## config.mk

```make
export PLATFORM = sky130hd
export DESIGN_NAME = board_top
export DESIGN_NICKNAME = d
export VERILOG_FILES = /design/src/common/board_pkg.sv /design/src/hdl/fpga_reset.sv /design/src/gpio/gpio_regs.sv /design/src/hdl/blinky.sv /design/src/hdl/board_top.sv
export SDC_FILE = /design/constraint.sdc
export NUM_CORES = 1
export LEC_CHECK = 0
export ABC_AREA = 1
export BUFFER_PORTS_ARGS = -buffer_cell sky130_fd_sc_hd__buf_2
export CAP_MARGIN = 10
export CELL_PAD_IN_SITES_DETAIL_PLACEMENT = 1
export CELL_PAD_IN_SITES_GLOBAL_PLACEMENT = 1
export CORE_MARGIN = 2
export CORE_UTILIZATION = 40
export CTS_CLUSTER_DIAMETER = 30
export DETAILED_ROUTE_END_ITERATION = 16
export HOLD_SLACK_MARGIN = 0.02
export PLACE_DENSITY_LB_ADDON = 0.1
export REMOVE_ABC_BUFFERS = 1
export SLEW_MARGIN = 20
export SYNTH_ARGS = -nofsm -noshare
export SYNTH_HDL_FRONTEND = slang
export SYNTH_SLANG_ARGS = --single-unit
export TNS_END_PERCENT = 20
```

## constraint.sdc

```tcl
create_clock -name clk_sys -period 1.68 [get_ports clk_sys]
set_input_delay 0.084 -clock clk_sys [delete_from_list [all_inputs] [get_ports clk_sys]]
set_output_delay 0.084 -clock clk_sys [all_outputs]
set_load 0.01 [all_outputs]
```

## src/common/board_pkg.sv

```systemverilog
// Board pin map and register constants

`default_nettype none

package board_pkg;

	// Pad bus width, one bit per board pin
	localparam int N_PADS = 8;

	// Pin indices into the pad vectors
	localparam int PIN_UART_TX    = 0;
	localparam int PIN_UART_RX    = 1;
	localparam int PIN_FLASH_MISO = 2;
	localparam int PIN_FLASH_MOSI = 3;
	localparam int PIN_FLASH_CS   = 4;
	localparam int PIN_FLASH_SCLK = 5;
	localparam int PIN_LED        = 6;
	// Bit 7 has no pin assigned yet

	// Register bus address width
	localparam int W_ADDR = 3;

	// GPIO register map
	typedef enum logic [W_ADDR-1:0] {
		// Pad output values, read/write
		REG_OUT     = 3'd0,
		// Output enables, read/write
		REG_OE      = 3'd1,
		// Synchronized pad inputs, read only
		REG_IN      = 3'd2,
		// OR ones into REG_OUT, reads as zero
		REG_OUT_SET = 3'd3,
		// Clear ones in REG_OUT, reads as zero
		REG_OUT_CLR = 3'd4
	} reg_addr_t;

	// Cycles the core stays in reset once lock and external reset are good
	localparam int RESET_HOLD_CYCLES = 8;

	// Counter width needed to hold RESET_HOLD_CYCLES
	localparam int W_RESET_CNT = $clog2(RESET_HOLD_CYCLES + 1);

	// Blink half period in clk_sys cycles
	// Scaled down from a 1 Hz blink so simulation stays short
	localparam int BLINK_HALF_CYCLES = 50;

	// Counter width for one blink half period
	localparam int W_BLINK_CNT = $clog2(BLINK_HALF_CYCLES);

endpackage

`default_nettype wire

```

## src/hdl/fpga_reset.sv

```systemverilog
// Core reset generator

`default_nettype none

module fpga_reset (
	input  logic clk_sys,
	input  logic rst,
	input  logic pll_locked,
	output logic rst_core
);

	// Any reason to hold the core in reset right now
	logic force_rst;

	// Remaining hold cycles before release
	logic [board_pkg::W_RESET_CNT-1:0] hold_cnt;

	assign force_rst = rst || !pll_locked;

	// Reload on any reset cause, then count down to zero
	always_ff @(posedge clk_sys) begin
		if (force_rst) begin
			hold_cnt <= board_pkg::W_RESET_CNT'(board_pkg::RESET_HOLD_CYCLES);
		end else if (hold_cnt != '0) begin
			hold_cnt <= hold_cnt - 1'b1;
		end
	end

	// Registered output so the core never sees a glitch
	// Release lands on the same edge that takes the count to zero
	always_ff @(posedge clk_sys) begin
		if (force_rst) begin
			rst_core <= 1'b1;
		end else begin
			rst_core <= hold_cnt > board_pkg::W_RESET_CNT'(1);
		end
	end

endmodule

`default_nettype wire

```

## src/gpio/gpio_regs.sv

```systemverilog
// GPIO register block

`default_nettype none

module gpio_regs (
	input  logic                           clk_sys,
	input  logic                           rst_core,

	input  board_pkg::reg_addr_t           bus_addr,
	input  logic                           bus_wen,
	input  logic                           bus_ren,
	input  logic [board_pkg::N_PADS-1:0]   bus_wdata,
	output logic [board_pkg::N_PADS-1:0]   bus_rdata,

	output logic [board_pkg::N_PADS-1:0]   pad_out,
	output logic [board_pkg::N_PADS-1:0]   pad_oe,
	input  logic [board_pkg::N_PADS-1:0]   pad_in
);

	// Output and enable registers
	logic [board_pkg::N_PADS-1:0] out_q;
	logic [board_pkg::N_PADS-1:0] oe_q;

	// Two-stage input synchronizer
	logic [board_pkg::N_PADS-1:0] in_meta;
	logic [board_pkg::N_PADS-1:0] in_sync;

	// Next value of the output register
	logic [board_pkg::N_PADS-1:0] out_next;

	// Write decode for the output register, including set and clear forms
	always_comb begin
		out_next = out_q;
		if (bus_wen) begin
			case (bus_addr)
				board_pkg::REG_OUT:     out_next = bus_wdata;
				board_pkg::REG_OUT_SET: out_next = out_q | bus_wdata;
				board_pkg::REG_OUT_CLR: out_next = out_q & ~bus_wdata;
				default:                out_next = out_q;
			endcase
		end
	end

	always_ff @(posedge clk_sys) begin
		if (rst_core) begin
			out_q <= '0;
		end else begin
			out_q <= out_next;
		end
	end

	always_ff @(posedge clk_sys) begin
		if (rst_core) begin
			oe_q <= '0;
		end else if (bus_wen && bus_addr == board_pkg::REG_OE) begin
			oe_q <= bus_wdata;
		end
	end

	// Pads are asynchronous to clk_sys
	always_ff @(posedge clk_sys) begin
		in_meta <= pad_in;
		in_sync <= in_meta;
	end

	// Read data is registered and held until the next read
	// A read in the same cycle as a write sees the old value
	always_ff @(posedge clk_sys) begin
		if (rst_core) begin
			bus_rdata <= '0;
		end else if (bus_ren) begin
			case (bus_addr)
				board_pkg::REG_OUT: bus_rdata <= out_q;
				board_pkg::REG_OE:  bus_rdata <= oe_q;
				board_pkg::REG_IN:  bus_rdata <= in_sync;
				// Set/clear and unmapped addresses read as zero
				default:            bus_rdata <= '0;
			endcase
		end
	end

	assign pad_out = out_q;
	assign pad_oe  = oe_q;

endmodule

`default_nettype wire

```

## src/hdl/blinky.sv

```systemverilog
// Heartbeat blinker

`default_nettype none

module blinky (
	input  logic clk_sys,
	input  logic rst_core,
	output logic blink
);

	// Cycle count within the current half period
	logic [board_pkg::W_BLINK_CNT-1:0] half_cnt;

	// Last cycle of a half period
	logic half_wrap;

	assign half_wrap = half_cnt ==
		board_pkg::W_BLINK_CNT'(board_pkg::BLINK_HALF_CYCLES - 1);

	always_ff @(posedge clk_sys) begin
		if (rst_core) begin
			half_cnt <= '0;
		end else if (half_wrap) begin
			half_cnt <= '0;
		end else begin
			half_cnt <= half_cnt + 1'b1;
		end
	end

	// Flip once per half period, starts dark out of reset
	always_ff @(posedge clk_sys) begin
		if (rst_core) begin
			blink <= 1'b0;
		end else if (half_wrap) begin
			blink <= !blink;
		end
	end

endmodule

`default_nettype wire

```

## src/hdl/board_top.sv

```systemverilog
// Board I/O subsystem top level

`default_nettype none

module board_top (
	input  logic                           clk_sys,
	input  logic                           rst,
	input  logic                           pll_locked,

	// Register bus from the host side
	input  logic [board_pkg::W_ADDR-1:0]   bus_addr,
	input  logic                           bus_wen,
	input  logic                           bus_ren,
	input  logic [board_pkg::N_PADS-1:0]   bus_wdata,
	output logic [board_pkg::N_PADS-1:0]   bus_rdata,

	// Pad side, tristate cells live outside this level
	output logic [board_pkg::N_PADS-1:0]   pad_out,
	output logic [board_pkg::N_PADS-1:0]   pad_oe,
	input  logic [board_pkg::N_PADS-1:0]   pad_in,

	output logic [7:0]                     led
);

	// Core reset after lock and hold time
	logic rst_core;

	// Heartbeat from the blinker
	logic blink;

	fpga_reset u_reset (
		.clk_sys    (clk_sys),
		.rst        (rst),
		.pll_locked (pll_locked),
		.rst_core   (rst_core)
	);

	gpio_regs u_gpio (
		.clk_sys   (clk_sys),
		.rst_core  (rst_core),
		.bus_addr  (board_pkg::reg_addr_t'(bus_addr)),
		.bus_wen   (bus_wen),
		.bus_ren   (bus_ren),
		.bus_wdata (bus_wdata),
		.bus_rdata (bus_rdata),
		.pad_out   (pad_out),
		.pad_oe    (pad_oe),
		.pad_in    (pad_in)
	);

	blinky u_blinky (
		.clk_sys  (clk_sys),
		.rst_core (rst_core),
		.blink    (blink)
	);

	// Status LEDs
	// Bit 7 lights while TX idles low, bit 6 shows RX straight from the pin
	// Bit 0 only lights when the LED pin is actually driven
	assign led = {
		!pad_out[board_pkg::PIN_UART_TX],
		!pad_in[board_pkg::PIN_UART_RX],
		4'h0,
		blink,
		pad_out[board_pkg::PIN_LED] && pad_oe[board_pkg::PIN_LED]
	};

endmodule

`default_nettype wire

```

* Word-level counts from Yosys, hierarchy flattened
Cells that the tools add are included.
** Cells by class
- Mux-type cells :: 2
- Reduce and logical (&&, ||, !) cells :: 12
- Bitwise logic cells :: 3
- Add/subtract/negate cells :: 2
- Magnitude comparators :: 1
- Equality and inequality tests :: 5
** Operators by type and width (count)
- $pmux W8 S3 :: 2
- $and A8 B8 Y8 :: 1
- $not A8 Y8 :: 1
- $or A8 B8 Y8 :: 1
- $add A6 B1 Y6 const B :: 1
- $eq A3 B2 Y1 const B :: 2
- $eq A6 B6 Y1 const B :: 1
- $gt A4 B1 Y1 const B :: 1
- $logic_not A1 Y1 :: 4
- $reduce_bool A4 Y1 :: 1
- $sub A4 B1 Y4 const B :: 1
- $eq A3 B1 Y1 const B :: 1
- $eq A3 B3 Y1 const B :: 1
- $logic_not A3 Y1 :: 1
- $reduce_bool A3 Y1 :: 1
- $logic_and A1 B1 Y1 :: 2
- $reduce_and A2 Y1 :: 1
- $reduce_or A2 Y1 :: 1
- $logic_or A1 B1 Y1 :: 1
** Word-level totals
- Input bits :: 24
- Register bits :: 52

* Longest topological paths before layout
- Depth after elaboration :: 3
- Mapped depth :: 8
- Gate-level depth less buffers :: 7

* Cells and area by module
Synthesis repeated with hierarchy kept, for this count alone.
** Second synthesis, totals
- Cell total of the unflattened synthesis :: 273
- Area, all modules :: 2142.1 um2
** By module, submodules not included
- gpio_regs :: area an instance 1488.9 um2, times used 1, cells each 188
- blinky :: area an instance 342.8 um2, times used 1, cells each 40
- fpga_reset :: area an instance 254.0 um2, times used 1, cells each 35
- board_top :: area an instance 56.3 um2, times used 1, cells each 10

* Worst setup path after synthesis
OpenSTA, ideal clock, no wires.
- Kind :: register to register
- Start point :: register u_reset.rst_core
- End point :: register u_blinky.blink
- Path slack :: 0.672 ns
- Arrival time :: 0.881 ns
- Period minus slack after synthesis :: 1.008 ns
- Cell stages (with the launch flop) :: 4
- Data required time :: 1.552 ns
- Cell sequence :: dfxtp_1 > clkbuf_1 > clkbuf_1 > nor2_1
** RTL lines
- from (decl) :: RTL line fpga_reset.sv:9 : output logic rst_core
- from (signal assigned) :: RTL line fpga_reset.sv:35 : rst_core <= hold_cnt > board_pkg::W_RESET_CNT'(1);
- to (signal assigned) :: RTL line blinky.sv:35 : blink <= !blink;
- to (decl) :: RTL line blinky.sv:8 : output logic blink
No word-level cell between the ends.

* Final worst setup path
- Start point :: register u_reset.hold_cnt[0] (netlist name)
- End point :: register u_reset.hold_cnt[0] (netlist name)
** Between the ends
- Longest elaborated chain between the ends :: 1
- Elaborated cells between the ends (all ways) :: 2
** RTL lines
- from (decl) :: RTL line fpga_reset.sv:16 : logic [board_pkg::W_RESET_CNT-1:0] hold_cnt;
- from (signal assigned) :: RTL line fpga_reset.sv:23 : hold_cnt <= board_pkg::W_RESET_CNT'(board_pkg::RESET_HOLD_CYCLES);
- from (signal assigned) :: RTL line fpga_reset.sv:25 : hold_cnt <= hold_cnt - 1'b1;
- $sub A4 B1 Y4 / $reduce_bool A4 Y1 (equally long branches) :: RTL line fpga_reset.sv:25, fpga_reset.sv:24
Parallel ways exist; a longest one is shown, timed or not.
A chain may end at the register's enable or synchronous reset.

==> key figures <==
Status
  • Outcome: finished, final reports clean

Critical path
  • Reg2Reg Setup Slack: 0.53 ns
  • CP Capture Type: flop
  • Worst setup path end: u_reset.hold_cnt[0]$_SDFFE_PP0P_
  • FF-to-FF path depth: 5
  • Critical path launch point: u_reset.hold_cnt[0]$_SDFFE_PP0P_
  • Critical Path AT: 1.39 ns
  • R2R Path End: u_reset.hold_cnt[0]$_SDFFE_PP0P_
  • Worst r2r src: u_reset.hold_cnt[0]$_SDFFE_PP0P_
  • Maximum fanout along the worst path: 6
  • CP required: 1.92 ns
  • Startpoint Class: flop
  • Worst Setup Path Type: flop to flop

Timing
  • Pins over their slew limit: 0
  • RSZ-0062 raised after global routing: false
  • Final Hold Viols: 0
  • Highest clock rate: 0.867 GHz
  • Setup tns final: 0 ns
  • Setup ws final: 0.526 ns
  • Final Setup Violations: 0
  • Tcrit/Tclk final: 68.7%
  • Clk_skew: 0.00697 ns
  • Min Hold Slack: 0.0282 ns
  • Tmin final: 1.15 ns

CTS
  • Cts repair resizes: 0
  • Worst-Skew Late Latency: 0.30 ns
  • Depth of the CTS H-tree: 2
  • CTS clk-pin slew, worst paths: 0.08 ns
  • TritonCTS Buffers: 5
  • Maximum clock insertion buffer count: 2
  • CTS tree: yes
  • Clock root buffer: clkbuf_8
  • CTS sink cnt: 52

Finish
  • Most frequent cells in the layout: dfxtp_1, buf_2, nand2_1
  • Layout cells sized above 1: 22.9%
  • Commonest non-fill, non-tap cell in the layout: dfxtp_1
  • Area Overhead vs Synth: 23.2%
  • Total inserted antenna cells: 0
  • Final #Nets: 337
  • Layout Cells excl Fill: 380
  • Final Core Density: 50.3%

Floorplanning
  • Die W: 75.7 um
  • I/O Pins: 56
  • DIE AREA: 5740 sq um
  • Cell Rows: 26
  • Core area: 5040 sq um
  • Starting Density: 40.8%
  • Die Y: 75.7 um

Min path
  • Min-delay worst type: input pin to flop
  • Hold Path Origin: rst

Logic synthesis
  • Post-synth ARST share: 0%
  • Post-synthesis sequential element count: 52
  • Post-Syn Area: 2060 sq um
  • Seq/Total Area, Yosys: 50.6%
  • Syn_area_per_cell: 8.27 sq um
  • Synth warn: 0
  • Number of flops mapped to enable cells by yosys: 0
  • Main synth FF type: dfxtp_1
  • Mapped Cells: 249
  • Yosys cell types: 28

GRT
  • First-pass GRT wire length: 8050 um
  • Gr usage total: 18.8%
  • Antenna violations before repair: 0
  • Vias in the first global route: 1790
  • Largest net degree at the start of global routing: 18
  • GRT Residual Overflow: 0

Placed design
  • PortBufs: 51
  • RD Place Congestion: 0.803
  • HPWL Detailed: 3680 um
  • Post-Place Worst Slack: 0.315 ns
  • Inst Count DP: 364

Power and ir drop
  • Comb pwr share: 8.3%
  • Register share of total power: 55.5%
  • Int Pwr: 1.78 mW
  • P per Cell Area: 909 nW/um^2
  • Psw: 0.525 mW
  • Sw frac: 22.8%
  • P_leak: 1.12 nW
  • Clk pwr share: 36.2%
  • Peak VDD IR: 0.000496 V

Drt
  • Drt drc: 0
  • Remaining antenna violation count after routing: 0
  • Final wirelength: 5000 um
  • First-pass iteration count of the detailed router: 4
  • Initial drt markers: 57
  • Routed len/inst: 13.2 um
  • DR vias/cell: 4.87
  • Vias: 1849

Run
  • Maxcap violations: 0
-- sequential cells by signal (all words and copies together) (netlist names) --
| name | flops |
|---|---|
| u_gpio.pad_oe | 8 |
| u_gpio.in_sync | 8 |
| u_gpio.pad_out | 8 |
| u_blinky.blink | 1 |
| u_gpio.in_meta | 8 |
| u_blinky.half_cnt | 6 |
| u_reset.hold_cnt | 4 |
| u_gpio.bus_rdata | 8 |
| u_reset.rst_core | 1 |
-- logic make-up (layout without fill, tap and decap cells) --
group | after synthesis | in the layout | share of synthesized area [%]
simple gates | 111 | 111 | 25.8
fa+ha+maj | 4 | 4 | 2.43
flops | 52 | 52 | 50.6
xor+xnor | 4 | 4 | 1.70
compound gates | 41 | 41 | 10.6
other cells | 1 | 4 | 0.182
buf+inv | 36 | 94 | 8.63
-- worst min path at each step --
| stage | endpoint | slack [ns] | depth (start not counted) |
|---|---|---|---|
| floorplan | u_gpio.in_meta[0]$_DFF_P_ | 0.11 | 0 |
| global placement | u_gpio.in_meta[5]$_DFF_P_ | 0.19 | 1 |
| detailed placement | u_gpio.in_meta[4]$_DFF_P_ | 0.19 | 1 |
| CTS | u_reset.hold_cnt[3]$_SDFFE_PP1P_ | 0.02 | 3 |
| global route | u_reset.hold_cnt[3]$_SDFFE_PP1P_ | 0.05 | 3 |
| finish | u_reset.hold_cnt[3]$_SDFFE_PP1P_ | 0.03 | 3 |
-- what timing repair did --
item,4_1_cts,5_1_grt
hold buffers,8,0
hold endpoints to repair,8,0
endpoints found under the setup margin,0,0
buffers inserted,0,0
-- worst max-delay path: stages, from the launching register on --
cell and delay, ns:
dfxtp_1 0.41, inv_1 0.06, ha_1 0.23, nand2_1 0.17, o21ai_0 0.10, a21oi_1 0.12
-- power by group through the flow --
| stage | clock network, mW | logic, mW | registers, mW |
|---|---|---|---|
| 4_1_cts | 0.863 | 0.192 | 1.28 |
| 3_5_place_dp | 0 | 0.176 | 1.31 |
| 5_1_grt | 0.905 | 0.218 | 1.28 |
| 6_report | 0.833 | 0.191 | 1.28 |
| 2_1_floorplan | 0 | 0.102 | 1.31 |
| 3_3_place_gp | 0 | 0.172 | 1.31 |
-- cell type report --
class | instances | area [sq um]
tap | 70 | 87.6
clock inverter | 2 | 35.0
clock buffer | 6 | 72.6
sequential | 52 | 1040
timing repair buffer | 62 | 358
multi-input combinational | 164 | 851
inverter | 24 | 90.1
fill | 652 | 2510
-- Yosys cell counts (2+ instances only) --
library cell,n,share of area [%]
dfxtp_1,52,51
nand2_1,48,8.8
nand3_1,35,8.5
a21oi_1,28,6.8
inv_1,21,3.8
nand4_1,9,2.7
o21ai_0,9,2.2
nor2_1,7,1.3
buf_4,5,1.8
ha_1,4,2.4
nor3_1,4,0.97
buf_6,3,1.6
clkbuf_1,3,0.55
xor2_1,3,1.3
inv_2,2,0.36
nand2_4,2,1.1
nor2_4,2,1.1
o21ai_1,2,0.49
-- per-layer routing --
metal / part of all wire, % / track usage (%) / up-vias
met1: 44 / 21.7 / 867
met2: 51 / 34.2 / 36
li1: - / - / 940
met5: 0 / 0 / -
met4: 1.2 / 5.65 / 0
met3: 4.0 / 4.63 / 6
-- through the flow --
| step | area [sq um] | power (mW) |
|---|---|---|
| after floorplan | 1980 | 1.41 |
| after global placement | 2350 | 1.48 |
| after detailed placement | 2350 | 1.49 |
| after CTS | 2530 | 2.34 |
| after global routing | 2530 | 2.41 |
| final | 2530 | 2.30 |
No activity file was read; power rests on OpenSTA's default activity.
